[src/busPkg.sv]
// =========================================================================
// bus types for the data-memory subsystem
// one-phase request and response structs, transfer sizes and lane masks
// =========================================================================

package busPkg;

  // transfer size, same coding as the low bits of HSIZE
  typedef enum logic [1:0] {
    sizeByte = 2'b00,
    sizeHalf = 2'b01,
    sizeWord = 2'b10,
    sizeBad  = 2'b11
  } xferSize;

  // request, address and data presented together with the levels
  typedef struct packed {
    logic [31:0] addr;
    logic [31:0] wdata;
    xferSize     size;
    logic        we;
    logic        re;
  } busReq;

  // response, read data is combinational
  typedef struct packed {
    logic [31:0] rdata;
    logic        valid;
    logic        err;
  } busRsp;

  // lane mask from size and low address bits
  // write data is already lane aligned, so no shifting of wdata
  function automatic logic [3:0] byteLanes(xferSize size, logic [1:0] lowAddr);
    logic [3:0] lanes;
    case (size)
      sizeByte: lanes = 4'b0001 << lowAddr;
      sizeHalf: lanes = lowAddr[1] ? 4'b1100 : 4'b0011;
      sizeWord: lanes = 4'b1111;
      default:  lanes = 4'b0000;
    endcase
    return lanes;
  endfunction

endpackage

[src/memMapPkg.sv]
// =========================================================================
// address map of the data-memory subsystem
// region bases, region field width and register offsets
// =========================================================================

package memMapPkg;

  // decoded target of a transfer
  typedef enum logic [1:0] {
    tgtMem  = 2'd0,
    tgtGpio = 2'd1,
    tgtNone = 2'd2
  } targetSel;

  // region field is the top of the address
  parameter int RegionBits = 4;

  // region bases, only bits 31:28 are compared
  parameter logic [31:0] MemBase  = 32'h0000_0000;
  parameter logic [31:0] GpioBase = 32'h4000_0000;

  // word offsets inside the gpio region
  parameter logic [31:0] GpioOutOfs   = 32'h0000_0000;
  parameter logic [31:0] GpioCountOfs = 32'h0000_0004;

endpackage

[src/addrDecoder.sv]
// =========================================================================
// address decoder
// picks memory or register block from the address, muxes read data
// and builds the response with the error flag
// =========================================================================

module addrDecoder #(
  parameter int MemWords = 1024
) (
  input  busPkg::busReq req,
  input  logic [31:0]   memRdata,
  input  logic [31:0]   gpioRdata,
  input  logic          memSizeErr,
  input  logic          gpioSizeErr,
  output logic          memSel,
  output logic          gpioSel,
  output busPkg::busRsp rsp
);

  localparam int OfsBits = 32 - memMapPkg::RegionBits;
  // end of the memory inside its region
  localparam logic [OfsBits-1:0] MemBytes = OfsBits'(MemWords * 4);

  logic [memMapPkg::RegionBits-1:0] region;
  logic [OfsBits-1:0]               regionOfs;
  logic                             memHit;
  logic                             gpioHit;
  logic                             targetErr;
  memMapPkg::targetSel              target;

  assign region    = req.addr[31 -: memMapPkg::RegionBits];
  assign regionOfs = req.addr[OfsBits-1:0];

  // memory region, but only up to the last word
  assign memHit = (region == memMapPkg::MemBase[31 -: memMapPkg::RegionBits]) &&
                  (regionOfs < MemBytes);

  // gpio region, word offsets of the two registers only
  assign gpioHit = (region == memMapPkg::GpioBase[31 -: memMapPkg::RegionBits]) &&
                   ((regionOfs[OfsBits-1:2] == memMapPkg::GpioOutOfs[OfsBits-1:2]) ||
                    (regionOfs[OfsBits-1:2] == memMapPkg::GpioCountOfs[OfsBits-1:2]));

  always_comb begin
    if (memHit) begin
      target = memMapPkg::tgtMem;
    end else if (gpioHit) begin
      target = memMapPkg::tgtGpio;
    end else begin
      target = memMapPkg::tgtNone;
    end
  end

  // one-hot by construction of target
  assign memSel  = (target == memMapPkg::tgtMem);
  assign gpioSel = (target == memMapPkg::tgtGpio);

  // response mux, unmapped reads give zero and always error
  always_comb begin
    rsp.valid = req.re | req.we;
    case (target)
      memMapPkg::tgtMem: begin
        rsp.rdata = memRdata;
        targetErr = memSizeErr;
      end
      memMapPkg::tgtGpio: begin
        rsp.rdata = gpioRdata;
        targetErr = gpioSizeErr;
      end
      default: begin
        rsp.rdata = 32'h0;
        targetErr = 1'b1;
      end
    endcase
    rsp.err = rsp.valid & targetErr;
  end

endmodule

[config.mk]
export PLATFORM = sky130hd
export DESIGN_NAME = addrDecoder
export DESIGN_NICKNAME = d
export VERILOG_FILES = /design/src/busPkg.sv /design/src/memMapPkg.sv /design/src/addrDecoder.sv
export SDC_FILE = /design/constraint.sdc
export NUM_CORES = 1
export LEC_CHECK = 0
export CORE_AREA = 4 4 63 65
export DETAILED_ROUTE_END_ITERATION = 10
export DIE_AREA = 0 0 67 69
export DONT_BUFFER_PORTS = 1
export GPL_TIMING_DRIVEN = 1
export PLACE_DENSITY = 0.5
export RECOVER_POWER = 25
export SLEW_MARGIN = 0
export SYNTH_ARGS = -nofsm -noshare
export SYNTH_HDL_FRONTEND = slang
export SYNTH_SLANG_ARGS = --single-unit
[constraint.sdc]
create_clock -name vclk -period 2
set_clock_uncertainty 0.2 [all_clocks]
set_input_delay 0.2 -clock vclk [all_inputs]
set_output_delay 0.2 -clock vclk [all_outputs]
set_load 0.01 [all_outputs]
==> impl_results.md <==
- Post-route DRC: 0
- GR Util met3: about 3%
- Setup_tns: 0 ps
- Status: finished clean
- Core area: approximately 3300 µm²
- DR vias/cell: slightly above 6
- Clkbuf count: 0
- Unrepaired setup endpoints after global routing: false
- Vias in the first global route: between 1,000 and 1,500
- Gr busiest metal: met2
- Share of cells above drive strength 1: 26.0%
- Die W: 67 µm
- Nets: a little under 300
- Grt total ovfl: 0
- 1st-iter DRT viols: 54
- Count of final hold-check violations: 0
- Max-slew headroom: 74.1%
- Global-route met2 utilization: between 20 and 30%
- CP Data Arrival Time: 1310 ps
- GR Util met1: between 10% and 20%
- Via count: between 1,000 and 1,500
- Layout overhead on the synthesized area: 24.6%
- Worst-path fanout max: 19
- Cts hold-fix bufs: 0
- Min Tclk post-route: 1710 ps
- Final Setup Violations: 0
- Largest net degree at the start of global routing: 37
- Max Slew Vio Count: 0
- Post-Syn Area: 931 µm²
- First-pass GRT wire length: around 6000 µm
- Register area: 0 µm²
- Sequential area share after synthesis: 0%
- Most frequent cells in the layout: nor3_1 (34), a41oi_1 (33), buf_4 (33)
- Worst Setup End Kind: output pin
- Initial antenna violation count: 0
- Post-Synthesis Cells: 134
- Post-synth net total: approximately 270
- Power Dens Cells: 87.4 nW/µm²
- Worst setup path class: in2out
- LEAKAGE: between 0.3 and 0.4 nW
- Number of diodes: 0
- DP HPWL: 2920 µm
- Fillers: approximately 370
- Sequential cells: 0
- Full die area: approximately 4600 µm²
- DRT Pass-1 Iters: 4
- Cells resized by post-CTS repair: 0
- Worst VDD drop: roughly 0.033 mV
- Port Buf Inserts: 0
- Startpoint types: input port
- Max cap viols: 0
- YS warnings: 0
- FP Rows: 21
- Period utilization: approximately 86%
- Synth cell types: 19
- Total chip power: between 0.1 and 0.15 mW
- Syn_area_per_cell: 6.95 µm²
- Initial core utilization: between 20% and 30%
- Fmax: 0.584 GHz
- Top Ports: 170
- Hold WS: 324 ps
- Hold WC Path Type: in2out
- Die H: ~69 µm
- Overall routed net length: 3770 µm
- Postcts setup bufs: 0
- Post-route ant nets: 0
- GPL Wtd Cong: between 0.7 and 0.8
- CP required: ~1600 ps
- Global Route Usage Sum: between 10% and 20%
- Most common cell after layout, fill and taps aside: nor3_1
- Slew @ Worst Pin: a little under 400 ps
- Routed WL per cell: ~19 µm
- Fin util: 34.8%
area by class of cell:
class                      count  area (µm²)  share of cell area (%)
inverter                       1        3.75                   0.324
timing repair buffer          39         303                    26.1
tap                           46        57.6                    4.96
multi-input combinational    114         796                    68.6
report_power, final:
group	internal (mW)	leakage [nW]	switching [mW]	total, mW
sequential	0	0	0	0
clock	0	0	0	0
combinational	0.0501	0.352	0.0513	0.101
total	0.0501	0.352	0.0513	0.101
final timing paths:
kind                    start      end  slack [ps]  cells past startpoint
worst max-delay path  req[58]  rsp[17]         290                      5
worst min-delay path   req[0]   rsp[1]         320                      1
per-stage QoR:
step | cell area, µm² | instances | worst slack, ps
4_1_cts | 1180 | 200 | 283
5_1_grt | 1160 | 200 | 178
6_report | 1160 | 200 | 288
3_5_place_dp | 1180 | 200 | 304
3_3_place_gp | 1180 | 200 | 333
2_1_floorplan | 931 | 134 | 319
Yosys cell counts, types with 2 or more instances:
cell type	instances	area, µm²
a41oi_1	33	289
buf_6	6	67.6
nor3_2	2	20.0
nor3_1	32	160
nor2_1	2	7.51
buf_2	6	30.0
clkbuf_1	6	22.5
nor4_1	5	31.3
nor2b_1	29	181
and2b_1	4	30.0
worst max-delay path, cell delays in order:
cell      delay (ps)
nor4_1           330
nand4_2          170
buf_4            230
nor3_1           180
clkbuf_1         190
cell families (layout without fill, tap and decap cells):
group | after synthesis | after routing | share of synthesized area (%)
AO/OA/AOI/OAI | 34 | 34 | 32.0
buffers and inverters | 20 | 40 | 13.7
AND/OR/NAND/NOR | 80 | 80 | 54.3
layer usage:
layer,share of wire (%),vias to the layer above
met4,0.90,0
met3,13,4
met2,51,87
met5,0,-
met1,35,566
li1,-,585
Note: power is estimated with default switching activity, not from simulation.
