--- src/busPkg.sv ---
// =========================================================================
// bus types for the data-memory subsystem
// one-phase request and response structs, transfer sizes and lane masks
// =========================================================================

package busPkg;

  // transfer size, same coding as the low bits of HSIZE
  typedef enum logic [1:0] {
    sizeByte = 2'b00,
    sizeHalf = 2'b01,
    sizeWord = 2'b10,
    sizeBad  = 2'b11
  } xferSize;

  // request, address and data presented together with the levels
  typedef struct packed {
    logic [31:0] addr;
    logic [31:0] wdata;
    xferSize     size;
    logic        we;
    logic        re;
  } busReq;

  // response, read data is combinational
  typedef struct packed {
    logic [31:0] rdata;
    logic        valid;
    logic        err;
  } busRsp;

  // lane mask from size and low address bits
  // write data is already lane aligned, so no shifting of wdata
  function automatic logic [3:0] byteLanes(xferSize size, logic [1:0] lowAddr);
    logic [3:0] lanes;
    case (size)
      sizeByte: lanes = 4'b0001 << lowAddr;
      sizeHalf: lanes = lowAddr[1] ? 4'b1100 : 4'b0011;
      sizeWord: lanes = 4'b1111;
      default:  lanes = 4'b0000;
    endcase
    return lanes;
  endfunction

endpackage

--- src/memMapPkg.sv ---
// =========================================================================
// address map of the data-memory subsystem
// region bases, region field width and register offsets
// =========================================================================

package memMapPkg;

  // decoded target of a transfer
  typedef enum logic [1:0] {
    tgtMem  = 2'd0,
    tgtGpio = 2'd1,
    tgtNone = 2'd2
  } targetSel;

  // region field is the top of the address
  parameter int RegionBits = 4;

  // region bases, only bits 31:28 are compared
  parameter logic [31:0] MemBase  = 32'h0000_0000;
  parameter logic [31:0] GpioBase = 32'h4000_0000;

  // word offsets inside the gpio region
  parameter logic [31:0] GpioOutOfs   = 32'h0000_0000;
  parameter logic [31:0] GpioCountOfs = 32'h0000_0004;

endpackage

--- src/gpioRegs.sv ---
// =========================================================================
// register block
// general-purpose output register and a free-running cycle counter
// =========================================================================

module gpioRegs (
  input  logic          clk,
  input  logic          reset,
  input  busPkg::busReq req,
  input  logic          sel,
  output logic [31:0]   rdata,
  output logic [31:0]   gpioOut,
  output logic          sizeErr
);

  logic [31:0] outReg;
  logic [31:0] cycleCount;
  logic [3:0]  lanes;
  logic        isCount;
  logic        outWrEn;

  // decoder only selects the two legal offsets, so bit 2 is enough
  assign isCount = (req.addr[3:2] == memMapPkg::GpioCountOfs[3:2]);

  assign lanes = busPkg::byteLanes(req.size, req.addr[1:0]);

  // counter is read-only, writes to it are dropped
  assign outWrEn = sel & req.we & ~isCount;

  // bad size or counter write
  assign sizeErr = (req.size == busPkg::sizeBad) | (req.we & isCount);

  // read mux by offset
  assign rdata = isCount ? cycleCount : outReg;

  // output pins come straight from the register
  assign gpioOut = outReg;

  // output register, per-lane update
  always_ff @(posedge clk) begin
    if (reset) begin
      outReg <= 32'h0;
    end else if (outWrEn) begin
      for (int i = 0; i < 4; i++) begin
        if (lanes[i]) begin
          outReg[8*i +: 8] <= req.wdata[8*i +: 8];
        end
      end
    end
  end

  // free-running, wraps at 2^32
  always_ff @(posedge clk) begin
    if (reset) begin
      cycleCount <= 32'h0;
    end else begin
      cycleCount <= cycleCount + 32'd1;
    end
  end

endmodule

--- config.mk ---
export PLATFORM = sky130hd
export DESIGN_NAME = gpioRegs
export DESIGN_NICKNAME = d
export VERILOG_FILES = /design/src/busPkg.sv /design/src/memMapPkg.sv /design/src/gpioRegs.sv
export SDC_FILE = /design/constraint.sdc
export NUM_CORES = 1
export LEC_CHECK = 0
export BUFFER_PORTS_ARGS = -buffer_cell sky130_fd_sc_hd__buf_2
export CAP_MARGIN = 20
export CORE_MARGIN = 2
export CORE_UTILIZATION = 24
export CTS_BUF_LIST = sky130_fd_sc_hd__clkbuf_8
export CTS_CLUSTER_DIAMETER = 50
export DETAILED_ROUTE_END_ITERATION = 7
export PLACE_DENSITY = 0.47
export SYNTH_ARGS = -nofsm -noshare
export SYNTH_HDL_FRONTEND = slang
export SYNTH_SLANG_ARGS = --single-unit
--- constraint.sdc ---
create_clock -name clk -period 2 [get_ports clk]
set_input_delay 0.6 -clock clk [delete_from_list [all_inputs] [get_ports clk]]
set_output_delay 0.6 -clock clk [all_outputs]
set_load 0.005 [all_outputs]
==> results of run 1 <==
-- cell families (layout without fill, tap and decap cells) --
logic type / Yosys count / count (layout) / share of synthesized area, %
XOR/XNOR: 11 / 11 / 3.120
AO/OA/AOI/OAI: 83 / 83 / 14.95
buffers and inverters: 29 / 169 / 3.606
AND/OR/NAND/NOR: 205 / 205 / 31.24
flip-flops: 64 / 64 / 41.49
multiplexers: 16 / 16 / 5.186
other: 0 / 1 / 0
adder cells (fa/ha/maj): 1 / 1 / 0.4051
-- cell type report --
| class | count | area, um2 |
|---|---|---|
| antenna | 1 | 2.502 |
| clock inverter | 4 | 20.02 |
| timing repair buffer | 147 | 939.7 |
| tap | 172 | 215.2 |
| inverter | 6 | 22.52 |
| fill | 1371 | 8189 |
| sequential | 64 | 1284 |
| multi-input combinational | 316 | 1730 |
| clock buffer | 12 | 165.2 |
-- cells in the final DEF (no fill, tap or decap), types with 8 or more instances in the layout --
master / count
nor2_1: 30
mux2i_1: 16
clkbuf_8: 12
nand3_1: 30
a21oi_1: 37
xnor2_1: 9
nand2_1: 93
buf_2: 105
dfxtp_1: 62
o21ai_0: 30
buf_4: 34
inv_1: 8
-- layer usage --
metal | part of all wire, % | track usage, % | vias up
met5 | 0 | 0 | -
li1 | - | - | 1689
met3 | 4.9 | 4.767 | 10
met4 | 1.0 | 3.840 | 0
met1 | 46 | 17.37 | 1602
met2 | 48 | 24.31 | 68
-- worst register-to-register path: cells and delay by family, from the launching register on --
| kind | cells | cell delay [ns] |
|---|---|---|
| DFF | 1 | 0.38 |
| and+or+nand+nor | 3 | 1.28 |
| AOI/OAI and AO/OA | 1 | 0.14 |
-- sequential cells by signal (all words and copies together), names as in the netlist --
signal	cells
cycleCount	32
gpioOut	32
-- through the flow --
step                      std cells  hold slack (ns)
after global routing            721           0.4701
after floorplan                 409           0.4323
final                           722           0.4700
after global placement          703           0.4820
after detailed placement        703           0.4850
after CTS                       720           0.4542
-- timing repair --
action | CTS | global route
endpoints found under the setup margin | 8 | 29
gates resized for setup | 7 | 9
gates cloned | 1 | 1
pin swaps | 0 | 1
-- power by group --
group	switching [mW]	leakage [nW]	total, mW	internal, mW
combinational	0.160	1.41	0.305	0.145
clock	0.517	0.101	1.06	0.541
sequential	0.0208	0.518	1.32	1.30
-- synth_stat cells (all sizes together) --
cell type / instances
and2: 1
a21oi: 37
xnor2: 9
buf: 5
o21ai: 32
nand4: 6
clkbuf: 18
and3: 2
nand4b: 2
or3b: 1
mux2i: 16
a21o: 3
xor2: 2
and4: 4
inv: 6
dfxtp: 64
nor2b: 2
ha: 1
o31ai: 7
or3: 8
nand2: 99
or4: 9
nor2: 30
nand3b: 1
o21a: 1
o21ba: 1
nor3: 4
nand2b: 2
nand3: 30
o2111ai: 2
nor4: 4
-- final timing paths --
kind	startpoint	endpoint	slack, ns	cells past startpoint
worst max-delay path	req[38]	rdata[20]	0.004	6
worst max register to register	cycleCount[8]	cycleCount[30]	0.12	4
worst min-delay path	req[19]	gpioOut[15]	0.47	3
worst min register to register	gpioOut[3]	gpioOut[3]	0.50	2
==> metrics.txt, run 1 <==
Synth area leaders=dfxtp_1, nand2_1, a21oi_1; sequential share of the synthesized area=41.49%; area leader, netlist=dfxtp_1; core region area=12,570 um2; Routed Antenna Nets=0; via count=3,369; post-synthesis cell count=409; Max Fclk=0.5011 GHz; H-tree depth=3; total grt overflow=0; Clock Tree Buf Depth=2; YS warnings=0; Num CTS Buffers=9; Setup-failing EPs final=0; RSZ-0062 raised after global routing=yes; Final Skew=0.01055 ns; Die Ht=117.4 um; Hold Path Class=in -> reg; max-cap check violation count=0; Slew @ Worst Pin=0.7261 ns; slew margin rel.=51.59%; Hold Vio Cnt, Final=0; setup ws final=0.004228 ns; Syn Area/Cell=7.550 um2; Clock Latency Late Sink=0.36 ns; required time of the critical path=1.40 ns; setup TNS=0 ns; Peak VDD IR=0.0002425 V; HPWL reported at the end of detailed placement=7.167 mm; top cell type's share of synthesized area=41.49%; nature of the critical path endpoint=primary output; post-layout power=2.684 mW; pwr/cell area=612.8 nW/um2; final period utilization=99.79%; Clk pin slew, worst setup/hold paths=0.07 ns; starting density of the core=24.57%; Residual DRC=0; slowest CP cell=buf_12; Die ar.=13,790 um2; DR iter-0 viols=154; initial antenna violation count=0; Crit Path Class=in -> out; synth unique cells=36; area grow syn2layout=41.82%; Die X-Extent=117.4 um; # IOs=136; drt total wl=10.12 mm; dpl ws=-0.08834 ns; Worst Path Arrival=1.40 ns; cts hold-fix bufs=0; DP Area=4095 um2; final instance area=4379 um2; CP Cell Sequence=buf_2 > nor2b_2 > buf_12 > nand2_1 > nand2_1 > buf_2; leakage=2.026 nW; syn nets=481; Netlist Area Pre-Place=3088 um2; CTS tree=built; Port Buf Inserts=106; Yosys reg bits=64; Root Driver=clkbuf_8; Tmin final=1.996 ns; Routed wire per std cell=14.01 um; vias in the first global route=3,231; Total Routing Usage GR=14.33%; buffers and inverters on the worst path=3; Worst setup SP type=input port; GPL Wtd Cong=0.7940; CP max FO=28; status=finished clean; Crit path largest cell delay=0.20 ns; fin util=34.84%; delay-heaviest family, CP=buffers and inverters; vias per inst=4.666; fin nets=616; Max Slew Vio Count=0; pin count of the biggest net entering global routing=65; layout cell share with drive strength beyond 1=32.79%; Sink Count=64; first-pass GRT wire length=15.97 mm; postcts setup bufs=0; 1st-pass router iterations=4; Rows=41
(Power assumes the default switching activity.)
==> run 2: changes to the inputs <==
- ABC_AREA: default -> 1
- PLACE_DENSITY: 0.47 -> 0.44
==> metrics.txt, run 2 <==
status=finished clean; Port Buf Inserts=106; required time of the critical path=1.40 ns; leakage=2.133 nW; first-pass GRT wire length=18.54 mm; RSZ-0062 raised after global routing=yes; final instance area=4603 um2; CP max FO=27; starting density of the core=24.50%; max-cap check violation count=0; # IOs=136; core region area=14,530 um2; Worst Path Arrival=1.40 ns; Max Slew Vio Count=0; Slew @ Worst Pin=0.3220 ns; crit path to=rdata[18]; ANT cells=0; Routed Antenna Nets=0; Setup-failing EPs final=0; post-synthesis cell count=590; fin nets=767; nature of the critical path endpoint=primary output; 1st-pass router iterations=4; sequential share of the synthesized area=35.98%; Netlist Area Pre-Place=3561 um2; pwr/cell area=587.2 nW/um2; Synth top cells by count=nand2_1, nor2_1, inv_1, dfxtp_1, a21oi_1; top cell type's share of synthesized area=35.98%; Die Ht=125.8 um; pin count of the biggest net entering global routing=33; Synth area leaders=dfxtp_1, nand2_1, nor2_1; Yosys reg bits=64; H-tree depth=3; dpl ws=-0.2033 ns; vias per inst=4.422; Hold Vio Cnt, Final=0; Root Driver=clkbuf_8; Worst R2R Start=cycleCount[1]; Post-synth ARST share=0%; commonest non-fill, non-tap cell in the layout=nand2_1; Clock Latency Late Sink=0.35 ns; setup TNS=0 ns; Worst setup SP type=input port; Post-synth EDFFs=0; area grow syn2layout=29.27%; FF-to-FF End=cycleCount[28]; Rows=44; Tmin final=1.996 ns; via count=3,905; slew margin rel.=78.46%; count leader, synth=nand2_1; area leader, netlist=dfxtp_1; syn nets=662; Crit Path Class=in -> out; GPL Wtd Cong=0.8723; Die ar.=15,830 um2; Die X-Extent=125.8 um; Clk pin slew, worst setup/hold paths=0.06 ns; Final Skew=0.008743 ns; most frequent cells in the layout=nand2_1, buf_2, nor2_1; Top FF cell, synth=dfxtp_1; final period utilization=99.79%; Total Routing Usage GR=14.67%; HPWL reported at the end of detailed placement=9.060 mm; Syn Area/Cell=6.035 um2; drt total wl=11.74 mm; synth unique cells=22; worst setup path startpoint=req[38]; Sink Count=64; YS warnings=0; Max Fclk=0.5011 GHz; Routed wire per std cell=13.29 um; DP Area=4338 um2; DR iter-0 viols=174; total grt overflow=0; r2r setup slk=0.49 ns; vias in the first global route=3,582; Clock Tree Buf Depth=2; Residual DRC=0; CTS tree=built; setup ws final=0.004197 ns; Worst R2R Path Depth=7; Hold Path Class=reg -> reg; Num CTS Buffers=9; initial antenna violation count=0; layout cell share with drive strength beyond 1=23.89%; Peak VDD IR=0.0002235 V
==> run 2: per-stage QoR <==
step	cells	utilization (%)	total power, mW	hold slack [ns]
finish	883	31.67	2.703	0.4597
global route	883	31.67	2.851	0.4964
CTS	882	31.14	2.716	0.4656
detailed placement	867	29.85	1.734	0.4543
global placement	867	29.85	1.732	0.4400
floorplan	590	-	1.564	0.4297
==> run 2: cells by family after synthesis <==
| kind of cell | Yosys count | share of synthesized area (%) |
|---|---|---|
| flops | 64 | 35.98 |
| simple gates | 324 | 38.16 |
| xor+xnor | 2 | 0.4920 |
| compound gates | 94 | 13.28 |
| buf+inv | 105 | 11.74 |
| fa+ha+maj | 1 | 0.3513 |
==> run 2: cell type report <==
cell class	count	area (um2)
clock inverter	4	15.01
inverter	83	314.1
timing repair buffer	116	683.2
tap	184	230.2
multi-input combinational	421	1928
fill	1701	9931
sequential	64	1281
clock buffer	11	151.4
==> run 2: worst min path at each step <==
stage | startpoint | end | cells past startpoint
finish | cycleCount[31] | cycleCount[31] | 2
global route | cycleCount[0] | cycleCount[0] | 1
global placement | cycleCount[0] | cycleCount[0] | 1
floorplan | cycleCount[0] | cycleCount[0] | 1
detailed placement | cycleCount[0] | cycleCount[0] | 1
CTS | cycleCount[31] | cycleCount[31] | 2
==> run 2: timing repair <==
action | in CTS | in global routing
hold buffers | 0 | 0
cloned | 0 | 1
endpoints found under the setup margin | 33 | 30
gates resized for setup | 11 | 34
setup buffers | 0 | 0
pin swaps | 0 | 0
==> run 2: worst max-delay path: stages <==
cell     delay, ns
buf_2         0.08
inv_2         0.03
nor2_4        0.12
inv_4         0.08
buf_12        0.16
o21ai_1       0.15
buf_2         0.17
==> run 2: power breakdown <==
part | switching (mW) | internal, mW | total [mW]
clock | 0.484 | 0.493 | 0.977
sequential | 0.0351 | 1.31 | 1.34
combinational | 0.222 | 0.160 | 0.382
total | 0.741 | 1.96 | 2.70
==> run 2: layer usage <==
metal,track usage (%),share of wire (%),vias to the layer above
met4,6.012,2.6,0
met5,0,0,-
met2,23.12,45,91
li1,-,-,2043
met1,19.74,48,1752
met3,2.846,4.3,19
